--- src/design/rv_id_cfg.svh ---
`ifndef RV_ID_CFG_SVH
`define RV_ID_CFG_SVH

// ------------------------------
// RV32I decode stage sizing
// ------------------------------

`define RV_XLEN    32  // Data and pc width
`define RV_NREGS   32  // Architectural registers
`define RV_REG_W   5   // Register index width
`define RV_PC_STEP 4   // Fall-through increment

`endif

--- src/design/isa_pkg.sv ---
`include "rv_id_cfg.svh"

package isa_pkg;

    // ------------------------------
    // Major opcodes kept in this core
    // ------------------------------
    typedef enum logic [6:0] {
        OP_LUI    = 7'b0110111,
        OP_AUIPC  = 7'b0010111,
        OP_JAL    = 7'b1101111,
        OP_JALR   = 7'b1100111,
        OP_BRANCH = 7'b1100011,
        OP_LOAD   = 7'b0000011,
        OP_STORE  = 7'b0100011,
        OP_IMM    = 7'b0010011,
        OP_REG    = 7'b0110011
    } opcode_e;

    typedef enum logic [3:0] {
        ALU_ADD, ALU_SUB, ALU_SLL, ALU_SLT, ALU_SLTU, ALU_XOR,
        ALU_SRL, ALU_SRA, ALU_OR, ALU_AND, ALU_LUI, ALU_AUIPC
    } alu_op_e;

    typedef enum logic [2:0] {
        BR_NONE, BR_EQ, BR_NE, BR_LT, BR_GE, BR_LTU, BR_GEU
    } branch_e;

    typedef enum logic [1:0] {
        MEM_BYTE, MEM_HALF, MEM_WORD
    } mem_width_e;

    // Instruction layouts, msb first
    typedef struct packed {
        logic [6:0]           funct7;
        logic [`RV_REG_W-1:0] rs2;
        logic [`RV_REG_W-1:0] rs1;
        logic [2:0]           funct3;
        logic [`RV_REG_W-1:0] rd;
        opcode_e              opcode;
    } r_fmt_t;

    typedef struct packed {
        logic [11:0]          imm;
        logic [`RV_REG_W-1:0] rs1;
        logic [2:0]           funct3;
        logic [`RV_REG_W-1:0] rd;
        opcode_e              opcode;
    } i_fmt_t;

    typedef struct packed {
        logic [6:0]           imm_hi;
        logic [`RV_REG_W-1:0] rs2;
        logic [`RV_REG_W-1:0] rs1;
        logic [2:0]           funct3;
        logic [4:0]           imm_lo;
        opcode_e              opcode;
    } s_fmt_t;

    typedef struct packed {
        logic                 imm12;
        logic [5:0]           imm10_5;
        logic [`RV_REG_W-1:0] rs2;
        logic [`RV_REG_W-1:0] rs1;
        logic [2:0]           funct3;
        logic [3:0]           imm4_1;
        logic                 imm11;
        opcode_e              opcode;
    } b_fmt_t;

    typedef struct packed {
        logic [19:0]          imm;
        logic [`RV_REG_W-1:0] rd;
        opcode_e              opcode;
    } u_fmt_t;

    typedef struct packed {
        logic                 imm20;
        logic [9:0]           imm10_1;
        logic                 imm11;
        logic [7:0]           imm19_12;
        logic [`RV_REG_W-1:0] rd;
        opcode_e              opcode;
    } j_fmt_t;

    // Same word, viewed per format
    typedef union packed {
        r_fmt_t      r;
        i_fmt_t      i;
        s_fmt_t      s;
        b_fmt_t      b;
        u_fmt_t      u;
        j_fmt_t      j;
        logic [31:0] raw;
    } inst_u;

    // Branch offset, shared by decode and early resolution
    function automatic logic [`RV_XLEN-1:0] imm_b(input inst_u inst);
        return {{(`RV_XLEN-12){inst.b.imm12}}, inst.b.imm11, inst.b.imm10_5,
                inst.b.imm4_1, 1'b0};
    endfunction

endpackage

--- src/design/pipe_pkg.sv ---
`include "rv_id_cfg.svh"

package pipe_pkg;

    typedef struct packed {
        logic [`RV_XLEN-1:0] pc;
        isa_pkg::inst_u      inst;
        logic                prediction_valid;
        logic [`RV_XLEN-1:0] predicted_pc;
    } fetch_t;

    typedef struct packed {
        logic                 en;
        logic [`RV_REG_W-1:0] rd;
        logic [`RV_XLEN-1:0]  data;
    } wb_t;

    typedef struct packed {
        logic [`RV_REG_W-1:0] rs1;
        logic [`RV_REG_W-1:0] rs2;
    } rd_req_t;

    typedef struct packed {
        logic [`RV_XLEN-1:0] rs1_data;
        logic [`RV_XLEN-1:0] rs2_data;
    } rd_data_t;

    // ------------------------------
    // Control bundle for execute
    // ------------------------------
    typedef struct packed {
        isa_pkg::alu_op_e    alu_op;
        logic                alu_src1_pc;   // Operand a is pc
        logic                alu_src2_imm;  // Operand b is imm
        logic                reg_write;
        logic                mem_read;
        logic                mem_write;
        isa_pkg::mem_width_e mem_width;
        logic                mem_unsigned;
        logic                is_branch;
        logic                is_jump;
        isa_pkg::branch_e    branch_type;
        logic                is_illegal;
    } ctrl_t;

    typedef struct packed {
        logic [`RV_XLEN-1:0]  pc;
        logic [`RV_XLEN-1:0]  rs1_data;
        logic [`RV_XLEN-1:0]  rs2_data;
        logic [`RV_XLEN-1:0]  imm;
        logic [`RV_REG_W-1:0] rd;
        logic [`RV_REG_W-1:0] rs1;
        logic [`RV_REG_W-1:0] rs2;
        logic                 prediction_valid;
        logic [`RV_XLEN-1:0]  predicted_pc;
        ctrl_t                ctrl;
    } id_ex_t;

    typedef struct packed {
        logic                valid;
        logic [`RV_XLEN-1:0] target;
    } redirect_t;

endpackage

--- src/design/branch_resolver.sv ---
`timescale 1ns/100ps
`include "rv_id_cfg.svh"

module branch_resolver (
    input  logic                slot_valid,
    input  pipe_pkg::fetch_t    slot_data,
    input  pipe_pkg::rd_data_t  rd_data,
    output pipe_pkg::redirect_t next_redirect
);

    logic                taken;
    logic [`RV_XLEN-1:0] target;
    logic [`RV_XLEN-1:0] fall_thru;
    logic [`RV_XLEN-1:0] a;
    logic [`RV_XLEN-1:0] b;

    assign a         = rd_data.rs1_data;
    assign b         = rd_data.rs2_data;
    assign target    = slot_data.pc + isa_pkg::imm_b(slot_data.inst);
    assign fall_thru = slot_data.pc + `RV_PC_STEP;

    // ------------------------------
    // Condition by funct3
    // ------------------------------
    always_comb begin
        case (slot_data.inst.b.funct3)
            3'b000:  taken = (a == b);                    // BEQ
            3'b001:  taken = (a != b);                    // BNE
            3'b100:  taken = ($signed(a) < $signed(b));   // BLT
            3'b101:  taken = ($signed(a) >= $signed(b));  // BGE
            3'b110:  taken = (a < b);                     // BLTU
            3'b111:  taken = (a >= b);                    // BGEU
            default: taken = 1'b0;
        endcase
    end

    // Compare outcome with the fetch prediction
    always_comb begin
        next_redirect = '0;
        if (slot_valid && slot_data.inst.b.opcode == isa_pkg::OP_BRANCH) begin
            if (taken) begin
                if (!slot_data.prediction_valid || slot_data.predicted_pc != target) begin
                    next_redirect.valid  = 1'b1;
                    next_redirect.target = target;
                end
            end else if (slot_data.prediction_valid) begin
                next_redirect.valid  = 1'b1;  // Predicted taken, falls through
                next_redirect.target = fall_thru;
            end
        end
    end

endmodule

--- src/design/decode_out_reg.sv ---
`timescale 1ns/100ps

module decode_out_reg (
    input  logic                clk,
    input  logic                rst,
    input  logic                flush,
    input  logic                slot_valid,
    input  pipe_pkg::id_ex_t    next_id,
    input  pipe_pkg::redirect_t next_redirect,
    output logic                adv,
    output logic                out_valid,
    output pipe_pkg::id_ex_t    out_data,
    input  logic                out_ready,
    output pipe_pkg::redirect_t redirect
);

    // Load when empty or the current item is taken
    assign adv = slot_valid && (!out_valid || out_ready);

    always_ff @(posedge clk or posedge rst) begin
        if (rst) begin
            out_valid <= 1'b0;
            out_data  <= '0;
            redirect  <= '0;
        end else if (flush) begin
            out_valid      <= 1'b0;
            redirect.valid <= 1'b0;
        end else if (adv) begin
            out_valid <= 1'b1;
            out_data  <= next_id;
            redirect  <= next_redirect;  // Pulse only on load
        end else begin
            redirect.valid <= 1'b0;      // No repeat while held
            if (out_ready)
                out_valid <= 1'b0;
        end
    end

endmodule

--- src/design/fetch_slot.sv ---
`timescale 1ns/100ps

module fetch_slot (
    input  logic             clk,
    input  logic             rst,
    input  logic             flush,
    input  logic             in_valid,
    input  pipe_pkg::fetch_t in_data,
    output logic             in_ready,
    input  logic             adv,
    output logic             slot_valid,
    output pipe_pkg::fetch_t slot_data
);

    logic take;

    // Room when empty or when the held item leaves this cycle
    assign in_ready = !slot_valid || adv;
    assign take     = in_valid && in_ready;

    always_ff @(posedge clk or posedge rst) begin
        if (rst) begin
            slot_valid <= 1'b0;
            slot_data  <= '0;
        end else if (flush) begin
            slot_valid <= 1'b0;  // Wrong-path item dropped
        end else if (take) begin
            slot_valid <= 1'b1;
            slot_data  <= in_data;
        end else if (adv) begin
            slot_valid <= 1'b0;
        end
    end

endmodule

--- src/design/id_stage.sv ---
`timescale 1ns/100ps

module id_stage (
    input  logic                clk,
    input  logic                rst,
    input  logic                flush,
    input  logic                in_valid,
    input  pipe_pkg::fetch_t    in_data,
    output logic                in_ready,
    input  pipe_pkg::wb_t       wb,
    output logic                out_valid,
    output pipe_pkg::id_ex_t    out_data,
    input  logic                out_ready,
    output pipe_pkg::redirect_t redirect
);

    logic                slot_valid;
    pipe_pkg::fetch_t    slot_data;
    logic                adv;
    pipe_pkg::rd_req_t   rd_req;
    pipe_pkg::rd_data_t  rd_data;
    pipe_pkg::id_ex_t    next_id;
    pipe_pkg::redirect_t next_redirect;

    // ------------------------------
    // Input side
    // ------------------------------
    fetch_slot slot_i (
        .clk, .rst, .flush, .in_valid, .in_data, .in_ready,
        .adv, .slot_valid, .slot_data
    );

    // ------------------------------
    // Decode, operands, branch check
    // ------------------------------
    reg_file rf_i (.clk, .rst, .wb, .rd_req, .rd_data);

    inst_decoder dec_i (.slot_data, .rd_req, .rd_data, .next_id);

    branch_resolver br_i (.slot_valid, .slot_data, .rd_data, .next_redirect);

    // Output register toward execute
    decode_out_reg out_i (
        .clk, .rst, .flush, .slot_valid, .next_id, .next_redirect,
        .adv, .out_valid, .out_data, .out_ready, .redirect
    );

endmodule

--- src/design/inst_decoder.sv ---
`timescale 1ns/100ps
`include "rv_id_cfg.svh"

module inst_decoder (
    input  pipe_pkg::fetch_t   slot_data,
    output pipe_pkg::rd_req_t  rd_req,
    input  pipe_pkg::rd_data_t rd_data,
    output pipe_pkg::id_ex_t   next_id
);

    isa_pkg::inst_u      inst;
    logic [`RV_XLEN-1:0] imm;
    pipe_pkg::ctrl_t     ctrl;

    assign inst = slot_data.inst;

    // Source indices sit at the same bits in every format
    assign rd_req.rs1 = inst.r.rs1;
    assign rd_req.rs2 = inst.r.rs2;

    // ------------------------------
    // Immediate select
    // ------------------------------
    always_comb begin
        case (inst.r.opcode)
            isa_pkg::OP_LUI, isa_pkg::OP_AUIPC:
                imm = {inst.u.imm, 12'b0};
            isa_pkg::OP_JAL:
                imm = {{(`RV_XLEN-20){inst.j.imm20}}, inst.j.imm19_12, inst.j.imm11,
                       inst.j.imm10_1, 1'b0};
            isa_pkg::OP_JALR, isa_pkg::OP_LOAD, isa_pkg::OP_IMM:
                imm = {{(`RV_XLEN-12){inst.i.imm[11]}}, inst.i.imm};
            isa_pkg::OP_STORE:
                imm = {{(`RV_XLEN-12){inst.s.imm_hi[6]}}, inst.s.imm_hi, inst.s.imm_lo};
            isa_pkg::OP_BRANCH:
                imm = isa_pkg::imm_b(inst);
            default:
                imm = '0;
        endcase
    end

    // ------------------------------
    // Control decode
    // ------------------------------
    always_comb begin
        ctrl = '0;  // ALU_ADD, BR_NONE, MEM_BYTE
        case (inst.r.opcode)
            isa_pkg::OP_LUI: begin
                ctrl.alu_op       = isa_pkg::ALU_LUI;
                ctrl.alu_src2_imm = 1'b1;
                ctrl.reg_write    = 1'b1;
            end
            isa_pkg::OP_AUIPC: begin
                ctrl.alu_op       = isa_pkg::ALU_AUIPC;
                ctrl.alu_src1_pc  = 1'b1;
                ctrl.alu_src2_imm = 1'b1;
                ctrl.reg_write    = 1'b1;
            end
            isa_pkg::OP_JAL: begin
                ctrl.alu_src1_pc  = 1'b1;
                ctrl.alu_src2_imm = 1'b1;
                ctrl.is_jump      = 1'b1;
                ctrl.reg_write    = 1'b1;
            end
            isa_pkg::OP_JALR: begin
                ctrl.alu_src2_imm = 1'b1;  // rs1 + imm
                ctrl.is_jump      = 1'b1;
                ctrl.reg_write    = 1'b1;
            end
            isa_pkg::OP_BRANCH: begin
                ctrl.alu_src1_pc  = 1'b1;
                ctrl.alu_src2_imm = 1'b1;
                ctrl.is_branch    = 1'b1;
                case (inst.b.funct3)
                    3'b000:  ctrl.branch_type = isa_pkg::BR_EQ;
                    3'b001:  ctrl.branch_type = isa_pkg::BR_NE;
                    3'b100:  ctrl.branch_type = isa_pkg::BR_LT;
                    3'b101:  ctrl.branch_type = isa_pkg::BR_GE;
                    3'b110:  ctrl.branch_type = isa_pkg::BR_LTU;
                    3'b111:  ctrl.branch_type = isa_pkg::BR_GEU;
                    default: ctrl.branch_type = isa_pkg::BR_NONE;
                endcase
            end
            isa_pkg::OP_LOAD, isa_pkg::OP_STORE: begin
                ctrl.alu_src2_imm = 1'b1;  // Address is rs1 + imm
                ctrl.mem_read     = (inst.r.opcode == isa_pkg::OP_LOAD);
                ctrl.mem_write    = (inst.r.opcode == isa_pkg::OP_STORE);
                ctrl.reg_write    = (inst.r.opcode == isa_pkg::OP_LOAD);
                ctrl.mem_unsigned = (inst.r.opcode == isa_pkg::OP_LOAD) && inst.i.funct3[2];
                case (inst.i.funct3[1:0])
                    2'b00:   ctrl.mem_width = isa_pkg::MEM_BYTE;
                    2'b01:   ctrl.mem_width = isa_pkg::MEM_HALF;
                    default: ctrl.mem_width = isa_pkg::MEM_WORD;
                endcase
            end
            isa_pkg::OP_IMM, isa_pkg::OP_REG: begin
                ctrl.alu_src2_imm = (inst.r.opcode == isa_pkg::OP_IMM);
                ctrl.reg_write    = 1'b1;
                case (inst.r.funct3)
                    3'b000: begin
                        // SUB exists only in the register form
                        if (inst.r.opcode == isa_pkg::OP_REG && inst.r.funct7[5])
                            ctrl.alu_op = isa_pkg::ALU_SUB;
                        else
                            ctrl.alu_op = isa_pkg::ALU_ADD;
                    end
                    3'b001:  ctrl.alu_op = isa_pkg::ALU_SLL;
                    3'b010:  ctrl.alu_op = isa_pkg::ALU_SLT;
                    3'b011:  ctrl.alu_op = isa_pkg::ALU_SLTU;
                    3'b100:  ctrl.alu_op = isa_pkg::ALU_XOR;
                    3'b101:  ctrl.alu_op = inst.r.funct7[5] ? isa_pkg::ALU_SRA
                                                            : isa_pkg::ALU_SRL;
                    3'b110:  ctrl.alu_op = isa_pkg::ALU_OR;
                    default: ctrl.alu_op = isa_pkg::ALU_AND;
                endcase
            end
            default: ctrl.is_illegal = 1'b1;
        endcase
    end

    // Bundle for the output register
    always_comb begin
        next_id                  = '0;
        next_id.pc               = slot_data.pc;
        next_id.rs1_data         = rd_data.rs1_data;
        next_id.rs2_data         = rd_data.rs2_data;
        next_id.imm              = imm;
        next_id.rd               = inst.r.rd;
        next_id.rs1              = inst.r.rs1;
        next_id.rs2              = inst.r.rs2;
        next_id.prediction_valid = slot_data.prediction_valid;
        next_id.predicted_pc     = slot_data.predicted_pc;
        next_id.ctrl             = ctrl;
    end

endmodule

--- src/design/reg_file.sv ---
`timescale 1ns/100ps
`include "rv_id_cfg.svh"

module reg_file (
    input  logic               clk,
    input  logic               rst,
    input  pipe_pkg::wb_t      wb,
    input  pipe_pkg::rd_req_t  rd_req,
    output pipe_pkg::rd_data_t rd_data
);

    logic [`RV_XLEN-1:0] regs [`RV_NREGS];

    // ------------------------------
    // Write port
    // ------------------------------
    always_ff @(posedge clk or posedge rst) begin
        if (rst) begin
            for (int i = 0; i < `RV_NREGS; i++) begin
                regs[i] <= '0;
            end
        end else if (wb.en && wb.rd != '0) begin
            regs[wb.rd] <= wb.data;
        end
    end

    // ------------------------------
    // Read ports, x0 then bypass
    // ------------------------------
    always_comb begin
        if (rd_req.rs1 == '0)
            rd_data.rs1_data = '0;
        else if (wb.en && wb.rd == rd_req.rs1)
            rd_data.rs1_data = wb.data;  // Same-cycle write-back
        else
            rd_data.rs1_data = regs[rd_req.rs1];

        if (rd_req.rs2 == '0)
            rd_data.rs2_data = '0;
        else if (wb.en && wb.rd == rd_req.rs2)
            rd_data.rs2_data = wb.data;
        else
            rd_data.rs2_data = regs[rd_req.rs2];
    end

endmodule

--- config.mk ---
export PLATFORM = sky130hd
export DESIGN_NAME = id_stage
export DESIGN_NICKNAME = d
export VERILOG_FILES = /design/src/design/isa_pkg.sv /design/src/design/pipe_pkg.sv /design/src/design/branch_resolver.sv /design/src/design/decode_out_reg.sv /design/src/design/fetch_slot.sv /design/src/design/id_stage.sv /design/src/design/inst_decoder.sv /design/src/design/reg_file.sv
export VERILOG_INCLUDE_DIRS = /design/src /design/src/design
export SDC_FILE = /design/constraint.sdc
export NUM_CORES = 2
export LEC_CHECK = 0
export BUFFER_PORTS_ARGS = -buffer_cell sky130_fd_sc_hd__buf_2
export CORE_UTILIZATION = 50
export CTS_CLUSTER_DIAMETER = 200
export CTS_CLUSTER_SIZE = 25
export DETAILED_ROUTE_END_ITERATION = 12
export PLACE_DENSITY = 0.81
export SLEW_MARGIN = 25
export SYNTH_ARGS = -nofsm -noshare
export SYNTH_HDL_FRONTEND = slang
export SYNTH_SLANG_ARGS = --single-unit
--- constraint.sdc ---
create_clock -name clk -period 43.8 [get_ports clk]
set_clock_uncertainty 0.15 [all_clocks]
set_input_delay 4.38 -clock clk [delete_from_list [all_inputs] [get_ports clk]]
set_output_delay 4.38 -clock clk [all_outputs]
set_load 0.01 [all_outputs]
==> reports/metrics.yaml <==
synth:
  synth_nets: 5550
  synthArstFlopShare_pct: 100
  yosysSeqAreaShare_pct: 47.0
  synth_edf_count: 0
  ys_types: 79
  ys_ff_latch: 1350
  ys_warn_count: 0
  syn_avg_cell_area_um2: 13.5
  syn_area_um2: 71900
  dominantRegCellSynth: "dfrtp_1"
  netlist_instances: 5346
placed_design:
  gp_congestion: 0.930
  place_hpwl_um: 136000
  numPortBuffers: 368
pwr:
  power.total_mw: 3.61
  seqPwrFrac_pct: 47.4
  p_comb_share_pct: 34.6
  p_int_mw: 2.35
  p_per_area_nw_per_um2: 47.1
  power.leakage_nw: 33.8
  ir_drop_uv: 41.4
  power.share.switching_pct: 34.9
  p_clk_share_pct: 18.0
  p_sw_mw: 1.26
cts:
  clock_sinks: 1350
  clockRootBuffer: "clkbuf_16"
  cts_tree: "done"
  path_clk_slew_ps: 110
  post_cts_buffers: 0
  cts.htree.levels: 2
  clockBufferDepth: 3
  cts_buffers: 59
  clock_latency_ps: 760
  cts.repair.resized: 0
  postCtsHoldBufs: 0
layout:
  fillCellCount: 11188
  seqCellArea_um2: 33800
  drive_gt1_share_pct: 42.8
  final_core_util_pct: 54.0
  multiInputGateArea_um2: 36200
  areaGrowthSynthToFinish_pct: 6.73
  nNetsFinal: 5538
route:
  drt_iter0_markers: 6446
  vias: 50044
  routedWlPerCell_um: 31.1
  drt_pre_antenna_iters: 5
  viasPerCell: 6.91
  antenna_left: 0
  routed_wl_um: 225000
  drc: 0
setup_path:
  cp_top_family: "simple AND/OR/NAND/NOR gates"
  cp-end-kind: "output pin"
  slowest_stage: "nor2b_1"
  regToRegSetupSlack_ps: 35120
  cp.required_ps: 39270
  worstSetupPathType: "input pin to output pin"
  reg2reg_depth: 23
  crit_top_cell: "buf_2"
  cp.arrival_ps: 5050
  crit_buf_inv: 2
  max_stage_delay_ps: 280
  path_depth: 4
  start_kind: "input pin"
  critical_path.cell_chain: "buf_2, nor2b_1, nand2_1, buf_2"
  worstPathMaxFanout: 5
flow_run:
  cap_violations: 0
global_routing:
  grt_pass1_wl_um: 333000
  grt_pass1_vias: 49606
  grt_max_degree: 180
  overflow: 0
  grt_usage_pct: 30.7
  antenna_found_initial: 19
timing:
  slew_headroom_pct: 26.9
  hold_viol_final: 0
  setup_tns_ps: 0
  final.period_utilization_pct: 21.9
  fmax_ghz: 0.104
  layout_min_cycle_time_ps: 9580
  drv_slew: 0
  worst_slew_pin_slew_ps: 1100
  rsz0062_at_grt: "no"
  finalSetupViolCount: 0
floorplanning:
  fp.dieW_um: 381
  rows: 138
  die_h_um: 381
  die_area_um2: 145000
  start_util_pct: 50.6
  ios: 369
  core_area_um2: 142000
worst_hold_path:
  hold_depth: 0
  min_path_type: "register to register"
outcome:
  status: "finished clean"
==> state kept, by name (all words and copies together) (netlist names) <==
name,count
out_i.out_data,194
out_i.out_valid,1
out_i.redirect,33
rf_i.regs,1024
slot_i.slot_data,97
slot_i.slot_valid,1
==> final timing paths <==
path	from	end
setup reg to reg	slot_i.slot_data[48]$_DFFE_PP0P_	out_i.redirect[30]$_DFFE_PP0P_
max in group asynchronous	rst	slot_i.slot_data[56]$_DFFE_PP0P_
hold / removal	rf_i.regs[1009]$_DFFE_PP0P_	rf_i.regs[1009]$_DFFE_PP0P_
hold reg to reg	rf_i.regs[1009]$_DFFE_PP0P_	rf_i.regs[1009]$_DFFE_PP0P_
min in group asynchronous	rst	out_i.out_data[55]$_DFFE_PP0P_
setup / recovery	out_ready	in_ready
==> synthesized netlist by cell type, drive strengths merged, types with 27 or more instances <==
master / instances / area (µm²)
a211oi: 53 / 403
a21oi: 131 / 659
a221oi: 28 / 251
a32oi: 31 / 272
buf: 145 / 666
clkbuf: 393 / 1480
dfrtp: 1350 / 33800
ha: 63 / 788
mux2: 1119 / 12600
mux2i: 153 / 1530
mux4: 538 / 12100
nand2: 508 / 1910
nand2b: 27 / 169
nand3: 52 / 260
nand4: 27 / 169
nor2: 144 / 548
o211ai: 51 / 388
o21ai: 137 / 798
o22ai: 30 / 188
o31ai: 38 / 285
xnor2: 51 / 447
xor2: 42 / 368
==> power groups by stage <==
| stage | sequential [mW] | combinational (mW) | clock (mW) |
|---|---|---|---|
| 3_3_place_gp | 1.70 | 1.20 | 0 |
| 6_report | 1.71 | 1.25 | 0.651 |
| 4_1_cts | 1.70 | 1.23 | 0.654 |
| 5_1_grt | 1.74 | 1.33 | 0.692 |
| 2_1_floorplan | 1.65 | 0.901 | 0 |
| 3_5_place_dp | 1.72 | 1.23 | 0 |
==> area by class of cell <==
cell class,instances,area share (%)
Inverter,10,0.0587
Tap cell,1890,3.08
Antenna cell,8,0.0261
Timing Repair Buffer,465,3.59
Multi-Input combinational cell,3448,47.2
Clock buffer,66,1.98
Clock inverter,2,0.0652
Sequential cell,1350,44.0
==> logic make-up (layout without fill, tap and decap cells) <==
logic type | count (synthesis) | after routing | share of synthesized area [%]
muxes | 1810 | 1810 | 36.5
xor gates and xnor gates | 100 | 100 | 1.36
AOI/OAI and AO/OA | 588 | 588 | 5.58
adders and majority gates | 64 | 64 | 1.12
other | 0 | 8 | 0
DFF | 1350 | 1350 | 47.0
buffers and inverters | 548 | 543 | 3.03
and+or+nand+nor | 886 | 886 | 5.47
==> per-layer routing <==
metal / share of wire, % / vias to the layer above / wire length, µm / GRT usage, %
met5: 0.055 / - / 124 / 0
met4: 5.0 / 18 / 11300 / 13.1
met3: 13 / 555 / 29200 / 10.6
met2: 43 / 3176 / 97600 / 44.0
met1: 39 / 26333 / 86600 / 42.4
li1: - / 19962 / - / -
==> layout by cell type (no fill, tap or decap), drive strengths merged, types with 31 or more instances in the layout <==
cell	n
xnor2	51
o21ai	137
nand2	508
a21oi	131
mux4	538
nor2	144
a32oi	31
clkbuf	66
nand3	52
dfrtp	1350
mux2i	153
o211ai	51
mux2	1119
xor2	42
ha	63
a211oi	53
buf	465
o31ai	38
==> worst reg2reg max path: cells and delay by family, from the launching register on <==
kind / cells / cell delay (ps)
muxes: 3 / 1480
AOI/OAI and AO/OA: 3 / 620
DFF: 1 / 830
and+or+nand+nor: 11 / 2670
buffers and inverters: 5 / 2540
adders and majority gates: 1 / 310
==> stage by stage <==
stage                     instance area [µm²]  worst slack [ps]  instances  hold WS [ps]
after global placement                  75100             33580       7160           227
after global routing                    76800             33760       7232           273
after detailed placement                75100             33540       7161           233
after CTS                               76700             34220       7229           256
final                                   76800             34220       7239           257
after floorplan                         71900              1210       5346           291
(Power assumes the default switching activity.)
